File: config.mk
export PLATFORM = sky130hd
export DESIGN_NAME = cmd_proc
export DESIGN_NICKNAME = d
export VERILOG_FILES = /design/src/hdl/knight_pkg.sv /design/src/hdl/speed_ramp.sv /design/src/hdl/square_counter.sv /design/src/hdl/heading_error.sv /design/src/hdl/cmd_fsm.sv /design/src/hdl/cmd_proc.sv
export SDC_FILE = /design/constraint.sdc
export NUM_CORES = 1
export LEC_CHECK = 0
export ABC_CLOCK_PERIOD_IN_PS = 4600
export BUFFER_PORTS_ARGS = -buffer_cell sky130_fd_sc_hd__buf_2
export CORE_UTILIZATION = 34
export CTS_BUF_LIST = sky130_fd_sc_hd__clkbuf_8
export CTS_CLUSTER_SIZE = 10
export DETAILED_ROUTE_END_ITERATION = 8
export PLACE_DENSITY = 0.53
export SETUP_SLACK_MARGIN = 0.1
export SLEW_MARGIN = 15
export SYNTH_ARGS = -nofsm -noshare
export SYNTH_HDL_FRONTEND = slang
export SYNTH_SLANG_ARGS = --single-unit
File: constraint.sdc
create_clock -name clk -period 4.6 [get_ports clk]
set_input_delay 0.69 -clock clk [delete_from_list [all_inputs] [get_ports clk]]
set_output_delay 0.69 -clock clk [all_outputs]
set_load 0.1 [all_outputs]
File: src/hdl/knight_pkg.sv
// Knight robot command processor shared types.
// Opcodes, sequencer states, command and sensor structs, ramp and nudge constants.

package knight_pkg;

  //////////////////////////////////////////////////////////////////////
  // Widths.
  //////////////////////////////////////////////////////////////////////
  localparam int FRWRD_W = 10;                         // Forward speed width.
  localparam int HDG_W   = 12;                         // Heading and error width.

  //////////////////////////////////////////////////////////////////////
  // Speed ramp steps and heading nudges, fast and hardware sets.
  //////////////////////////////////////////////////////////////////////
  localparam logic [FRWRD_W-1:0] INC_FAST = 10'h020;   // Accel step in simulation.
  localparam logic [FRWRD_W-1:0] INC_SLOW = 10'h003;   // Accel step on the robot.
  localparam logic [FRWRD_W-1:0] DEC_FAST = 10'h040;   // Decel step in simulation.
  localparam logic [FRWRD_W-1:0] DEC_SLOW = 10'h006;   // Decel step on the robot.

  localparam logic signed [HDG_W-1:0] NUDGE_FAST = 12'sh1FF;  // Left IR nudge, simulation.
  localparam logic signed [HDG_W-1:0] NUDGE_SLOW = 12'sh05F;  // Left IR nudge, robot.

  localparam logic [HDG_W-1:0] ALIGN_TOL = 12'h02C;    // Error magnitude counted as aligned.

  //////////////////////////////////////////////////////////////////////
  // Enums.
  //////////////////////////////////////////////////////////////////////
  typedef enum logic [3:0] {
    CAL     = 4'h2,                                    // Gyro calibration.
    MOV     = 4'h4,                                    // Plain move.
    FANFARE = 4'h5,                                    // Move with the charge tune.
    TOUR    = 4'h6                                     // Hand off to the tour sequencer.
  } op_t;

  typedef enum logic [2:0] {IDLE, CALIBRATE, ALIGN, ACCEL, DECEL} state_t;

  //////////////////////////////////////////////////////////////////////
  // Structs.
  //////////////////////////////////////////////////////////////////////
  typedef struct packed {
    op_t        op;                                    // Opcode in the top nibble.
    logic [7:0] hdg;                                   // Coarse heading.
    logic [3:0] squares;                               // Squares to travel.
  } cmd_t;

  typedef struct packed {
    logic lft;                                         // Drifted onto the left line.
    logic cntr;                                        // Crossing a square edge.
    logic rght;                                        // Drifted onto the right line.
  } ir_t;

  typedef struct packed {
    logic clr;                                         // Zero the forward speed.
    logic inc;                                         // Ramp up on gyro updates.
    logic dec;                                         // Ramp down on gyro updates.
  } ramp_ctrl_t;

endpackage

File: src/hdl/speed_ramp.sv
// Forward speed ramp.
// Clears, accelerates to saturation and decelerates to zero on gyro updates.
`timescale 1ns/100ps

module speed_ramp #(
  parameter bit fast_sim = 1'b1                        // Pick the simulation step set.
) (
  input  logic                             clk,
  input  logic                             rst_n,
  input  knight_pkg::ramp_ctrl_t           ramp,       // Commands from the sequencer.
  input  logic                             heading_rdy, // New gyro sample strobe.
  output logic [knight_pkg::FRWRD_W-1:0]   frwrd,      // Forward speed to the PID.
  output logic                             at_zero     // Speed is fully ramped down.
);

  import knight_pkg::*;

  logic [FRWRD_W-1:0] inc_amt;                         // Step used while accelerating.
  logic [FRWRD_W-1:0] dec_amt;                         // Step used while decelerating.
  logic               max_spd;                         // Top two bits set, stop adding.

  assign inc_amt = fast_sim ? INC_FAST : INC_SLOW;
  assign dec_amt = fast_sim ? DEC_FAST : DEC_SLOW;
  assign max_spd = &frwrd[FRWRD_W-1:FRWRD_W-2];
  assign at_zero = (frwrd == '0);

  //////////////////////////////////////////////////////////////////////
  // Speed register, steps only on a gyro update.
  //////////////////////////////////////////////////////////////////////
  always_ff @(posedge clk or negedge rst_n) begin
    if (!rst_n) begin
      frwrd <= '0;
    end else if (ramp.clr) begin
      frwrd <= '0;                                     // Fresh start of a move.
    end else if (heading_rdy) begin
      if (ramp.inc && !max_spd) begin
        frwrd <= frwrd + inc_amt;                      // Accelerate.
      end else if (ramp.dec) begin
        // Clamp so the speed never wraps below zero.
        frwrd <= (frwrd < dec_amt) ? '0 : frwrd - dec_amt;
      end
    end
  end

  // Sequencer must never ask for both directions at once.
  a_inc_dec_excl : assert property (@(posedge clk) disable iff (!rst_n)
    !(ramp.inc && ramp.dec));

endmodule

File: src/hdl/square_counter.sv
// Square counter on the centre line sensor.
// Counts rising edges and flags when the commanded squares are crossed.
`timescale 1ns/100ps

module square_counter (
  input  logic       clk,
  input  logic       rst_n,
  input  logic       cntr,                             // Centre IR level.
  input  logic       move_start,                       // Load squares, clear count.
  input  logic [3:0] squares,                          // Squares from the command.
  output logic       move_done                         // Commanded distance covered.
);

  logic       cntr_prev;                               // Last sample of cntr.
  logic [3:0] sq_lat;                                  // Squares for this move.
  logic [4:0] edge_cnt;                                // Rising edges seen so far.
  logic       rise;                                    // Rising edge this cycle.

  assign rise = cntr & ~cntr_prev;

  always_ff @(posedge clk or negedge rst_n) begin
    if (!rst_n) begin
      cntr_prev <= 1'b0;
    end else begin
      cntr_prev <= cntr;                               // Edge detect history.
    end
  end

  //////////////////////////////////////////////////////////////////////
  // Latch the squares and count edges, two per square.
  //////////////////////////////////////////////////////////////////////
  always_ff @(posedge clk or negedge rst_n) begin
    if (!rst_n) begin
      sq_lat   <= '0;
      edge_cnt <= '0;
    end else if (move_start) begin
      sq_lat   <= squares;                             // New move.
      edge_cnt <= '0;
    end else if (rise) begin
      edge_cnt <= edge_cnt + 5'd1;                     // Visible one cycle after the edge.
    end
  end

  assign move_done = (edge_cnt == {sq_lat, 1'b0});     // Each square has two lines.

endmodule

File: src/hdl/heading_error.sv
// Heading error for the PID.
// Latches the desired heading, adds the line-sensor nudge and flags alignment.
`timescale 1ns/100ps

module heading_error #(
  parameter bit fast_sim = 1'b1                        // Pick the simulation nudge.
) (
  input  logic                                  clk,
  input  logic                                  rst_n,
  input  logic                                  move_start, // Latch a new heading.
  input  logic [7:0]                            hdg,        // Coarse heading field.
  input  logic signed [knight_pkg::HDG_W-1:0]   heading,    // Gyro heading.
  input  knight_pkg::ir_t                       ir,         // Line sensors.
  output logic signed [knight_pkg::HDG_W-1:0]   error,      // Error to the PID.
  output logic                                  aligned     // Close enough to start driving.
);

  import knight_pkg::*;

  logic signed [HDG_W-1:0] desired_hdg;                // Heading the move aims at.
  logic signed [HDG_W-1:0] nudge_mag;                  // Positive nudge for this build.
  logic signed [HDG_W-1:0] nudge;                      // Applied nudge.
  logic        [HDG_W-1:0] err_mag;                    // Magnitude of error.

  //////////////////////////////////////////////////////////////////////
  // Desired heading, zero stays zero, else pad with ones.
  //////////////////////////////////////////////////////////////////////
  always_ff @(posedge clk or negedge rst_n) begin
    if (!rst_n) begin
      desired_hdg <= '0;
    end else if (move_start) begin
      desired_hdg <= (hdg == 8'h00) ? '0 : {hdg, 4'hF};  // Centre of the sector.
    end
  end

  //////////////////////////////////////////////////////////////////////
  // Nudge and error.
  //////////////////////////////////////////////////////////////////////
  assign nudge_mag = fast_sim ? NUDGE_FAST : NUDGE_SLOW;

  always_comb begin
    if (ir.lft) begin
      nudge = nudge_mag;                               // Left wins a tie.
    end else if (ir.rght) begin
      nudge = -nudge_mag;
    end else begin
      nudge = '0;
    end
  end

  assign error   = heading - desired_hdg + nudge;
  assign err_mag = error[HDG_W-1] ? -error : error;   // Full negative maps to 0x800.
  assign aligned = (err_mag < ALIGN_TOL);

endmodule

File: src/hdl/cmd_fsm.sv
// Command sequencer.
// Decodes opcodes and walks the calibrate and move sequences, all strobes Mealy.
`timescale 1ns/100ps

module cmd_fsm (
  input  logic                    clk,
  input  logic                    rst_n,
  input  knight_pkg::cmd_t        cmd,                 // Command word from the link.
  input  logic                    cmd_rdy,             // Command waiting, level.
  input  logic                    cal_done,            // Gyro calibration finished.
  input  logic                    move_done,           // Squares crossed.
  input  logic                    aligned,             // Heading within tolerance.
  input  logic                    at_zero,             // Speed back at zero.
  output logic                    clr_cmd_rdy,         // Consume the command.
  output logic                    strt_cal,            // Kick off gyro calibration.
  output logic                    send_resp,           // Reply to the link.
  output logic                    tour_go,             // Start the tour sequencer.
  output logic                    fanfare_go,          // Start the charge tune.
  output logic                    moving,              // Robot is under way.
  output logic                    move_start,          // Latch heading and squares.
  output knight_pkg::ramp_ctrl_t  ramp                 // Speed ramp commands.
);

  import knight_pkg::*;

  state_t state;                                       // Current state.
  state_t nxt_state;                                   // Next state.
  logic   fanfare;                                     // This move ends with a tune.

  always_ff @(posedge clk or negedge rst_n) begin
    if (!rst_n) begin
      state <= IDLE;
    end else begin
      state <= nxt_state;
    end
  end

  // Remember the move flavour, the command word may change mid move.
  always_ff @(posedge clk or negedge rst_n) begin
    if (!rst_n) begin
      fanfare <= 1'b0;
    end else if (move_start) begin
      fanfare <= (cmd.op == FANFARE);
    end
  end

  //////////////////////////////////////////////////////////////////////
  // Next state and strobes.
  //////////////////////////////////////////////////////////////////////
  always_comb begin
    nxt_state   = state;
    clr_cmd_rdy = 1'b0;
    strt_cal    = 1'b0;
    send_resp   = 1'b0;
    tour_go     = 1'b0;
    fanfare_go  = 1'b0;
    moving      = 1'b0;
    move_start  = 1'b0;
    ramp        = '0;

    case (state)
      IDLE: begin
        if (cmd_rdy) begin
          clr_cmd_rdy = 1'b1;                          // Every opcode is consumed.
          case (cmd.op)
            CAL: begin
              strt_cal  = 1'b1;
              nxt_state = CALIBRATE;
            end
            TOUR: begin
              tour_go = 1'b1;                          // No response for a tour.
            end
            MOV, FANFARE: begin
              move_start = 1'b1;
              nxt_state  = ALIGN;
            end
            default: begin
              nxt_state = IDLE;                        // Unknown opcode, drop it.
            end
          endcase
        end
      end

      CALIBRATE: begin
        if (cal_done) begin
          send_resp = 1'b1;
          nxt_state = IDLE;
        end
      end

      ALIGN: begin
        moving = 1'b1;                                 // Turning in place counts.
        if (aligned) begin
          ramp.clr  = 1'b1;
          nxt_state = ACCEL;
        end
      end

      ACCEL: begin
        moving   = 1'b1;
        ramp.inc = 1'b1;
        if (move_done) begin
          fanfare_go = fanfare;
          nxt_state  = DECEL;
        end
      end

      DECEL: begin
        ramp.dec = 1'b1;
        if (at_zero) begin
          send_resp = 1'b1;                            // Stopped, move complete.
          nxt_state = IDLE;
        end else begin
          moving = 1'b1;
        end
      end

      default: nxt_state = IDLE;
    endcase
  end

  a_clr_needs_rdy : assert property (@(posedge clk) disable iff (!rst_n)
    clr_cmd_rdy |-> cmd_rdy);

  // One command kicks off at most one action.
  a_one_start : assert property (@(posedge clk) disable iff (!rst_n)
    $onehot0({strt_cal, tour_go, move_start}));

endmodule

File: src/hdl/cmd_proc.sv
// Knight robot command processor top level.
// Wires the sequencer, speed ramp, square counter and heading error together.
`timescale 1ns/100ps

module cmd_proc #(
  parameter bit fast_sim = 1'b1                        // Fast ramp and nudge for simulation.
) (
  input  logic                                  clk,
  input  logic                                  rst_n,
  input  knight_pkg::cmd_t                      cmd,        // Command from the link.
  input  logic                                  cmd_rdy,    // Command waiting.
  output logic                                  clr_cmd_rdy, // Command consumed.
  output logic                                  send_resp,  // Reply to the link.
  output logic                                  strt_cal,   // Start gyro calibration.
  input  logic                                  cal_done,   // Gyro calibration done.
  input  logic signed [knight_pkg::HDG_W-1:0]   heading,    // Gyro heading.
  input  logic                                  heading_rdy, // Gyro sample strobe.
  input  knight_pkg::ir_t                       ir,         // Line sensors.
  output logic signed [knight_pkg::HDG_W-1:0]   error,      // Heading error to the PID.
  output logic [knight_pkg::FRWRD_W-1:0]        frwrd,      // Forward speed to the PID.
  output logic                                  moving,     // Under way, gates yaw.
  output logic                                  tour_go,    // Start the tour.
  output logic                                  fanfare_go  // Start the charge tune.
);

  import knight_pkg::*;

  ramp_ctrl_t ramp;                                    // Sequencer to speed ramp.
  logic       move_start;                              // New move latch pulse.
  logic       move_done;                               // Squares crossed.
  logic       aligned;                                 // Heading within tolerance.
  logic       at_zero;                                 // Speed back at zero.

  //////////////////////////////////////////////////////////////////////
  // Sequencer.
  //////////////////////////////////////////////////////////////////////
  cmd_fsm cmd_fsm_i (
    .clk         (clk),
    .rst_n       (rst_n),
    .cmd         (cmd),
    .cmd_rdy     (cmd_rdy),
    .cal_done    (cal_done),
    .move_done   (move_done),
    .aligned     (aligned),
    .at_zero     (at_zero),
    .clr_cmd_rdy (clr_cmd_rdy),
    .strt_cal    (strt_cal),
    .send_resp   (send_resp),
    .tour_go     (tour_go),
    .fanfare_go  (fanfare_go),
    .moving      (moving),
    .move_start  (move_start),
    .ramp        (ramp)
  );

  //////////////////////////////////////////////////////////////////////
  // Datapath blocks.
  //////////////////////////////////////////////////////////////////////
  speed_ramp #(.fast_sim(fast_sim)) speed_ramp_i (
    .clk         (clk),
    .rst_n       (rst_n),
    .ramp        (ramp),
    .heading_rdy (heading_rdy),
    .frwrd       (frwrd),
    .at_zero     (at_zero)
  );

  square_counter square_counter_i (
    .clk        (clk),
    .rst_n      (rst_n),
    .cntr       (ir.cntr),
    .move_start (move_start),
    .squares    (cmd.squares),
    .move_done  (move_done)
  );

  heading_error #(.fast_sim(fast_sim)) heading_error_i (
    .clk        (clk),
    .rst_n      (rst_n),
    .move_start (move_start),
    .hdg        (cmd.hdg),
    .heading    (heading),
    .ir         (ir),
    .error      (error),
    .aligned    (aligned)
  );

endmodule

==> results of run 1 <==
-- flip-flops by register name, indices dropped and copies added (netlist names) --
name / cells
square_counter_i.edge_cnt: 5
heading_error_i.desired_hdg: 9
cmd_fsm_i.fanfare: 1
square_counter_i.sq_lat: 4
cmd_fsm_i.state: 3
speed_ramp_i.frwrd: 5
square_counter_i.cntr_prev: 1
-- cells in the mapped netlist (3+ instances only) --
library cell  number
a21oi_1           22
o21a_1             3
nor2_1            25
xor2_1             6
fa_1              11
o21ai_0            8
nor2b_1            3
nor3b_1            3
nand3_1            7
o22ai_1            5
inv_1             42
and3_1             4
nand2_1           53
a21o_1             4
nand4_1            4
nor3_1             8
buf_4              5
ha_1              17
or3_1              4
dfrtp_1           28
xnor2_1            9
a211oi_1           7
clkbuf_1           6
-- final cells by class --
class                   instances  area (µm²)  area share, %
repair buffers                 59         300           9.84
multi-input cells             247        1700           55.7
clock inverters                 1        30.0          0.984
flip-flops and latches         28         701           23.0
well taps                      99         124           4.06
inverters                      42         158           5.16
clock buffers                   3        41.3           1.35
-- logic make-up (layout without fill, tap and decap cells) --
kind of cell,after synthesis,count (layout),share of synthesized area (%)
flops,28,28,27.0
simple gates,131,131,24.8
other cells,1,5,0.145
compound gates,65,65,16.5
fa+ha+maj,28,28,16.7
xor+xnor,15,15,5.06
mux,3,3,1.21
buf+inv,54,105,8.58
-- per-layer routing --
metal,part of all wire (%),track usage [%],wire length (µm),up-vias
met2,48,29.1,2840,49
met1,46,19.1,2750,1092
li1,-,-,-,1211
met4,1.9,5.92,114,0
met5,0,0,0,-
met3,3.7,1.29,217,10
-- cell usage in the layout (no fill, tap or decap), types with 2 or more instances in the layout --
master,synthesis,final
a211oi_1,7,7
a21o_1,4,4
a21oi_1,22,22
and3_1,4,4
buf_2,1,57
clkbuf_8,0,3
conb_1,1,5
dfrtp_1,28,28
fa_1,11,11
ha_1,17,17
inv_1,42,42
mux2i_1,2,2
nand2_1,53,53
nand2b_1,2,2
nand3_1,7,7
nand3b_1,2,2
nand4_1,4,4
nor2_1,25,23
nor2_2,0,2
nor2b_1,3,3
nor3_1,8,8
nor3b_1,3,3
nor4_1,2,2
o211ai_1,2,2
o21a_1,3,3
o21ai_0,8,8
o21ai_1,2,2
o22ai_1,5,5
or2_2,2,2
or3_1,4,4
or4_1,2,2
xnor2_1,9,8
xor2_1,6,6
-- worst min path at each step --
stage	start	endpoint	slack (ps)	depth (start not counted)
2_1_floorplan	rst_n	cmd_fsm_i.fanfare$_DFFE_PN0P_	390	0
3_3_place_gp	cmd_fsm_i.fanfare$_DFFE_PN0P_	cmd_fsm_i.fanfare$_DFFE_PN0P_	460	2
3_5_place_dp	cmd_fsm_i.fanfare$_DFFE_PN0P_	cmd_fsm_i.fanfare$_DFFE_PN0P_	460	2
4_1_cts	rst_n	speed_ramp_i.frwrd[7]$_DFFE_PN0P_	450	1
5_1_grt	rst_n	speed_ramp_i.frwrd[8]$_DFFE_PN0P_	480	1
6_report	rst_n	speed_ramp_i.frwrd[7]$_DFFE_PN0P_	420	1
-- per-stage QoR --
step / cell area [µm²] / hold slack, ps / worst slack, ps
6_report: 3050 / 418 / 355
4_1_cts: 3050 / 448 / 302
5_1_grt: 3050 / 483 / 127
3_3_place_gp: 2980 / 459 / 341
3_5_place_dp: 2980 / 464 / 315
2_1_floorplan: 2620 / 394 / 20.7
==> summary.md, run 1 <==
| Metric | Value |
|---|---|
| Clk root buf | `clkbuf_8` |
| Total routed wirelength | `5.92 mm` |
| Post-CTS Setup Inserts | `0` |
| Num rows | `31` |
| Synth area leaders | `dfrtp_1 27%, fa_1 8.5%, ha_1 8.2%` |
| Rel. slew slack | `53.5%` |
| Port bufs | `58` |
| Layout Nets | `445` |
| Tmin final | `4250 ps` |
| Max incr delay on CP | `490 ps` |
| Area of the die | `7990 µm²` |
| Synth warn | `0` |
| Clock slew at reported path FFs | `100 ps` |
| Filler cells | `785` |
| # H-tree levels | `1` |
| Core Util, Final | `41.6%` |
| Crit Path Max Fanout | `8` |
| Mapped Area | `2590 µm²` |
| Clock sink count | `28` |
| CTS Hold Bufs | `0` |
| Setup crit start | `ir[2]` |
| Least-Margin Pin Slew | `697 ps` |
| Vias in the first global route | `2,317` |
| CP endpoint | `error[11]` |
| Synth async-reset ratio | `100%` |
| Gr usage total | `15.8%` |
| CP bufs+invs | `5` |
| Syn avg cell area | `7.98 µm²` |
| Crit path depth | `12` |
| DR vias | `2,362` |
| Initial core utilization | `35.4%` |
| DR pass1 iterations | `4` |
| Area leader, netlist | `dfrtp_1` |
| Max-slew violations | `0` |
| Largest net degree at the start of global routing | `29` |
| CP Capture Type | `output port` |
| Post-DP HPWL | `4.81 mm` |
| FMAX | `0.236 GHz` |
| Drt wl/cell | `12.4 µm` |
| Final count of hold timing violations | `0` |
| Critical path's top delay family | `buffers and inverters` |
| Remaining global-route overflow | `0` |
| R2r endpoint | `cmd_fsm_i.state[0]$_DFFE_PN0P_` |
| Netlist cell types | `56` |
| Initial antenna violation count | `0` |
| Fin crit share | `92.3%` |
| Flops & latches, synth | `28` |
| CTS buffer count | `3` |
| Placed insts | `475` |
| Yosys top cell area share | `27.0%` |
| Setup TNS | `0 ps` |
| R2R depth | `10` |
| First-pass GRT wire length | `9.89 mm` |
| RSZ-0062 raised after global routing | `false` |
| Worst-Skew Late Latency | `270 ps` |
| Status | `complete, no violations` |
| N_diodes | `0` |
| R2R setup slack | `920 ps` |
| Syn Inst Count | `325` |
| Final ANT Viol Nets | `0` |
| CTS tree | `done` |
| Die X-Extent | `89.4 µm` |
| Worst clock skew | `5.58 ps` |
| Top_reg_cell synth | `dfrtp_1` |
| P&R area growth vs syn | `17.6%` |
| Finished Layout Cells | `479` |
| DRT iter0 DRCs | `34` |
| Crit path cell chain | `buf_2 > inv_1 > fa_1 > inv_1 > ha_1 > a211oi_1 > buf_4 > nor4_2 > nor3_1 > or3_1 > nand2_1 > buf_2` |
| Cts repair resizes | `0` |
| Final setup vio count | `0` |
| Post-synth EDFFs | `0` |
| Worst Hold Class | `primary input to asynchronous set/reset pin` |
| Max-capacitance violation count | `0` |
| Worst EP arrival | `3560 ps` |
| Startpoint Class | `primary input` |
| Critical path's slowest cell | `fa_1` |
| R2r startpoint | `heading_error_i.desired_hdg[3]$_DFFE_PN0P_` |
| I/O pin cnt | `64` |
| Clock Tree Buf Depth | `2` |
| Via/cell ratio | `4.93` |
| Fraction of layout instances using a drive strength above 1 | `19.5%` |
| Placer Congestion | `0.805` |
| CORE AREA | `7330 µm²` |
| Setup CP Type | `primary input to output port` |
| WP data required | `3910 ps` |
| Sequential share of the synthesized area | `27.0%` |
| Drc violations | `0` |
| Die Ht | `89.4 µm` |
Power of run 1 is not shown: default switching activity piles up to over one toggle a cycle in this logic, so the estimate is an artifact.
==> run 2: changes to the inputs <==
ABC_CLOCK_PERIOD_IN_PS = 4000   (was 4600)
clock period = 4 ns   (was 4.6 ns; I/O delays follow)
==> summary.md, run 2 (synthesis gave the netlist of run 1 again) <==
| Metric | Value |
|---|---|
| DR pass1 iterations | `4 (unchanged)` |
| Initial core utilization | `35.4% (unchanged)` |
| Layout Nets | `471 (was 445)` |
| # H-tree levels | `1 (unchanged)` |
| Remaining global-route overflow | `0 (unchanged)` |
| Fin crit share | `94.9%` |
| R2r startpoint | `heading_error_i.desired_hdg[3]$_DFFE_PN0P_ (unchanged)` |
| Final setup vio count | `0 (unchanged)` |
| Total routed wirelength | `6.36 mm (was 5.92 mm)` |
| FMAX | `0.264 GHz` |
| CTS tree | `done (unchanged)` |
| Via/cell ratio | `4.88 (was 4.93)` |
| WP data required | `3400 ps (was 3910 ps)` |
| Rel. slew slack | `54.5% (was 53.5%)` |
| N_diodes | `0 (unchanged)` |
| Num rows | `31 (unchanged)` |
| Most flops, register | `heading_error_i.desired_hdg (unchanged)` |
| Area of the die | `7990 µm² (unchanged)` |
| Clock sink count | `28 (unchanged)` |
| Crit Path Max Fanout | `5 (was 8)` |
| Post-DP HPWL | `5.21 mm (was 4.81 mm)` |
| Worst clock skew | `9.68 ps (was 5.58 ps)` |
| Die Ht | `89.4 µm (unchanged)` |
| Final ANT Viol Nets | `0 (unchanged)` |
| CTS Hold Bufs | `0 (unchanged)` |
| Max reg flops | `9 (unchanged)` |
| Drc violations | `0 (unchanged)` |
| Die X-Extent | `89.4 µm (unchanged)` |
| Worst EP arrival | `3200 ps (was 3560 ps)` |
| Leading cell type in the layout, fill and taps excluded | `nand2_1 (was buf_2)` |
| Placed Area | `3320 µm² (was 2980 µm²)` |
| RSZ-0062 raised after global routing | `true (was false)` |
| Setup TNS | `0 ps (unchanged)` |
| Max-slew violations | `0 (unchanged)` |
| Worst Hold Class | `primary input to asynchronous set/reset pin (unchanged)` |
| CTS buffer count | `3 (unchanged)` |
| Clk root buf | `clkbuf_8 (unchanged)` |
| P&R area growth vs syn | `36.8% (was 17.6%)` |
| Least-Margin Pin Slew | `682 ps (was 697 ps)` |
| Largest registers | `heading_error_i.desired_hdg x9, speed_ramp_i.frwrd x5, square_counter_i.edge_cnt x5 (unchanged)` |
| CORE AREA | `7330 µm² (unchanged)` |
| Final count of hold timing violations | `0 (unchanged)` |
| Initial antenna violation count | `0 (unchanged)` |
| Port bufs | `58 (unchanged)` |
| Setup CP Type | `primary input to output port (unchanged)` |
| Setup crit start | `ir[2] (unchanged)` |
| Fraction of layout instances using a drive strength above 1 | `31.5% (was 19.5%)` |
| Gr usage total | `17.6% (was 15.8%)` |
| Vias in the first global route | `2,382 (was 2,317)` |
| Max-capacitance violation count | `0 (unchanged)` |
| Post-route cell area | `3550 µm² (was 3050 µm²)` |
| Largest net degree at the start of global routing | `29 (unchanged)` |
| Clock Tree Buf Depth | `2 (unchanged)` |
| Tmin final | `3800 ps` |
| DR vias | `2,466 (was 2,362)` |
| Clock slew at reported path FFs | `100 ps (about the same)` |
| First-pass GRT wire length | `10.9 mm (was 9.89 mm)` |
| Worst-Skew Late Latency | `290 ps (was 270 ps)` |
| CP Capture Type | `output port (unchanged)` |
| Placer Congestion | `0.848 (was 0.805)` |
| DRT iter0 DRCs | `62 (was 34)` |
| Drt wl/cell | `12.6 µm (was 12.4 µm)` |
| Status | `complete, no violations (unchanged)` |
| Core Util, Final | `48.4% (was 41.6%)` |
| Startpoint Class | `primary input (unchanged)` |
| I/O pin cnt | `64 (unchanged)` |
| Commonest non-fill, non-tap cells in the layout | `51 x nand2_1, 49 x buf_2, 38 x inv_1 (was 57 x buf_2, 53 x nand2_1, 42 x inv_1)` |
## run 2: cell types whose count changed in the layout (fill, tap and decap cells not counted), sizes merged
cell | before | now
inv | 42 | 39
clkinvlp | 0 | 3
buf | 58 | 85
clkbuf | 4 | 3
## run 2: layer usage
| layer | share of wire, % | vias to the layer above | GRT usage (%) |
|---|---|---|---|
| met3 | 4.2 | 8 | 2.03 |
| li1 | - | 1253 | - |
| met2 | 45 | 51 | 28.9 |
| met1 | 50 | 1154 | 24.8 |
| met5 | 0 | - | 0 |
| met4 | 1.1 | 0 | 4.47 |
## run 2: area by class of cell
cell class              instances  area (µm²)
clock inverters                 1        30.0
multi-input cells             247        1850
repair buffers                 85         632
flip-flops and latches         28         701
inverters                      42         169
fillers                       731        3780
well taps                      99         124
clock buffers                   3        41.3
## run 2: path summary, 6_finish.rpt
check | endpoint | slack (ps) | cells past startpoint
setup / recovery | error[5] | 200 | 13
hold / removal | speed_ramp_i.frwrd[9]$_DFFE_PN0P_ | 320 | 1
setup reg to reg | cmd_fsm_i.state[0]$_DFFE_PN0P_ | 500 | 13
hold reg to reg | cmd_fsm_i.fanfare$_DFFE_PN0P_ | 480 | 2
max in group asynchronous | heading_error_i.desired_hdg[3]$_DFFE_PN0P_ | 3250 | 1
min in group clk | square_counter_i.cntr_prev$_DFF_PN0_ | 420 | 1
## run 2: what timing repair did
| action | 4_1_cts | 5_1_grt |
|---|---|---|
| hold endpoints to repair | 0 | 0 |
| gates resized for setup | 6 | 23 |
| pin swaps | 2 | 12 |
| buffers inserted | 0 | 1 |
| endpoints found under the setup margin | 4 | 11 |
## run 2: metrics by stage
stage	setup slack, ps	cells	hold WS [ps]
after global routing	79.7	505	373
after floorplan	-145	329	304
final	205	505	323
after global placement	-78.5	500	459
after CTS	100	504	344
after detailed placement	-159	500	461
## run 2: critical path: stages
cell and delay [ps]:
buf_2 110, clkinvlp_4 130, buf_12 160, fa_1 540
inv_2 60, ha_4 210, a211o_1 300, buf_4 140
a2111o_1 350, o311a_1 190, clkinvlp_4 110, buf_4 110
buf_12 160
Power of run 2 is left out for the same reason.
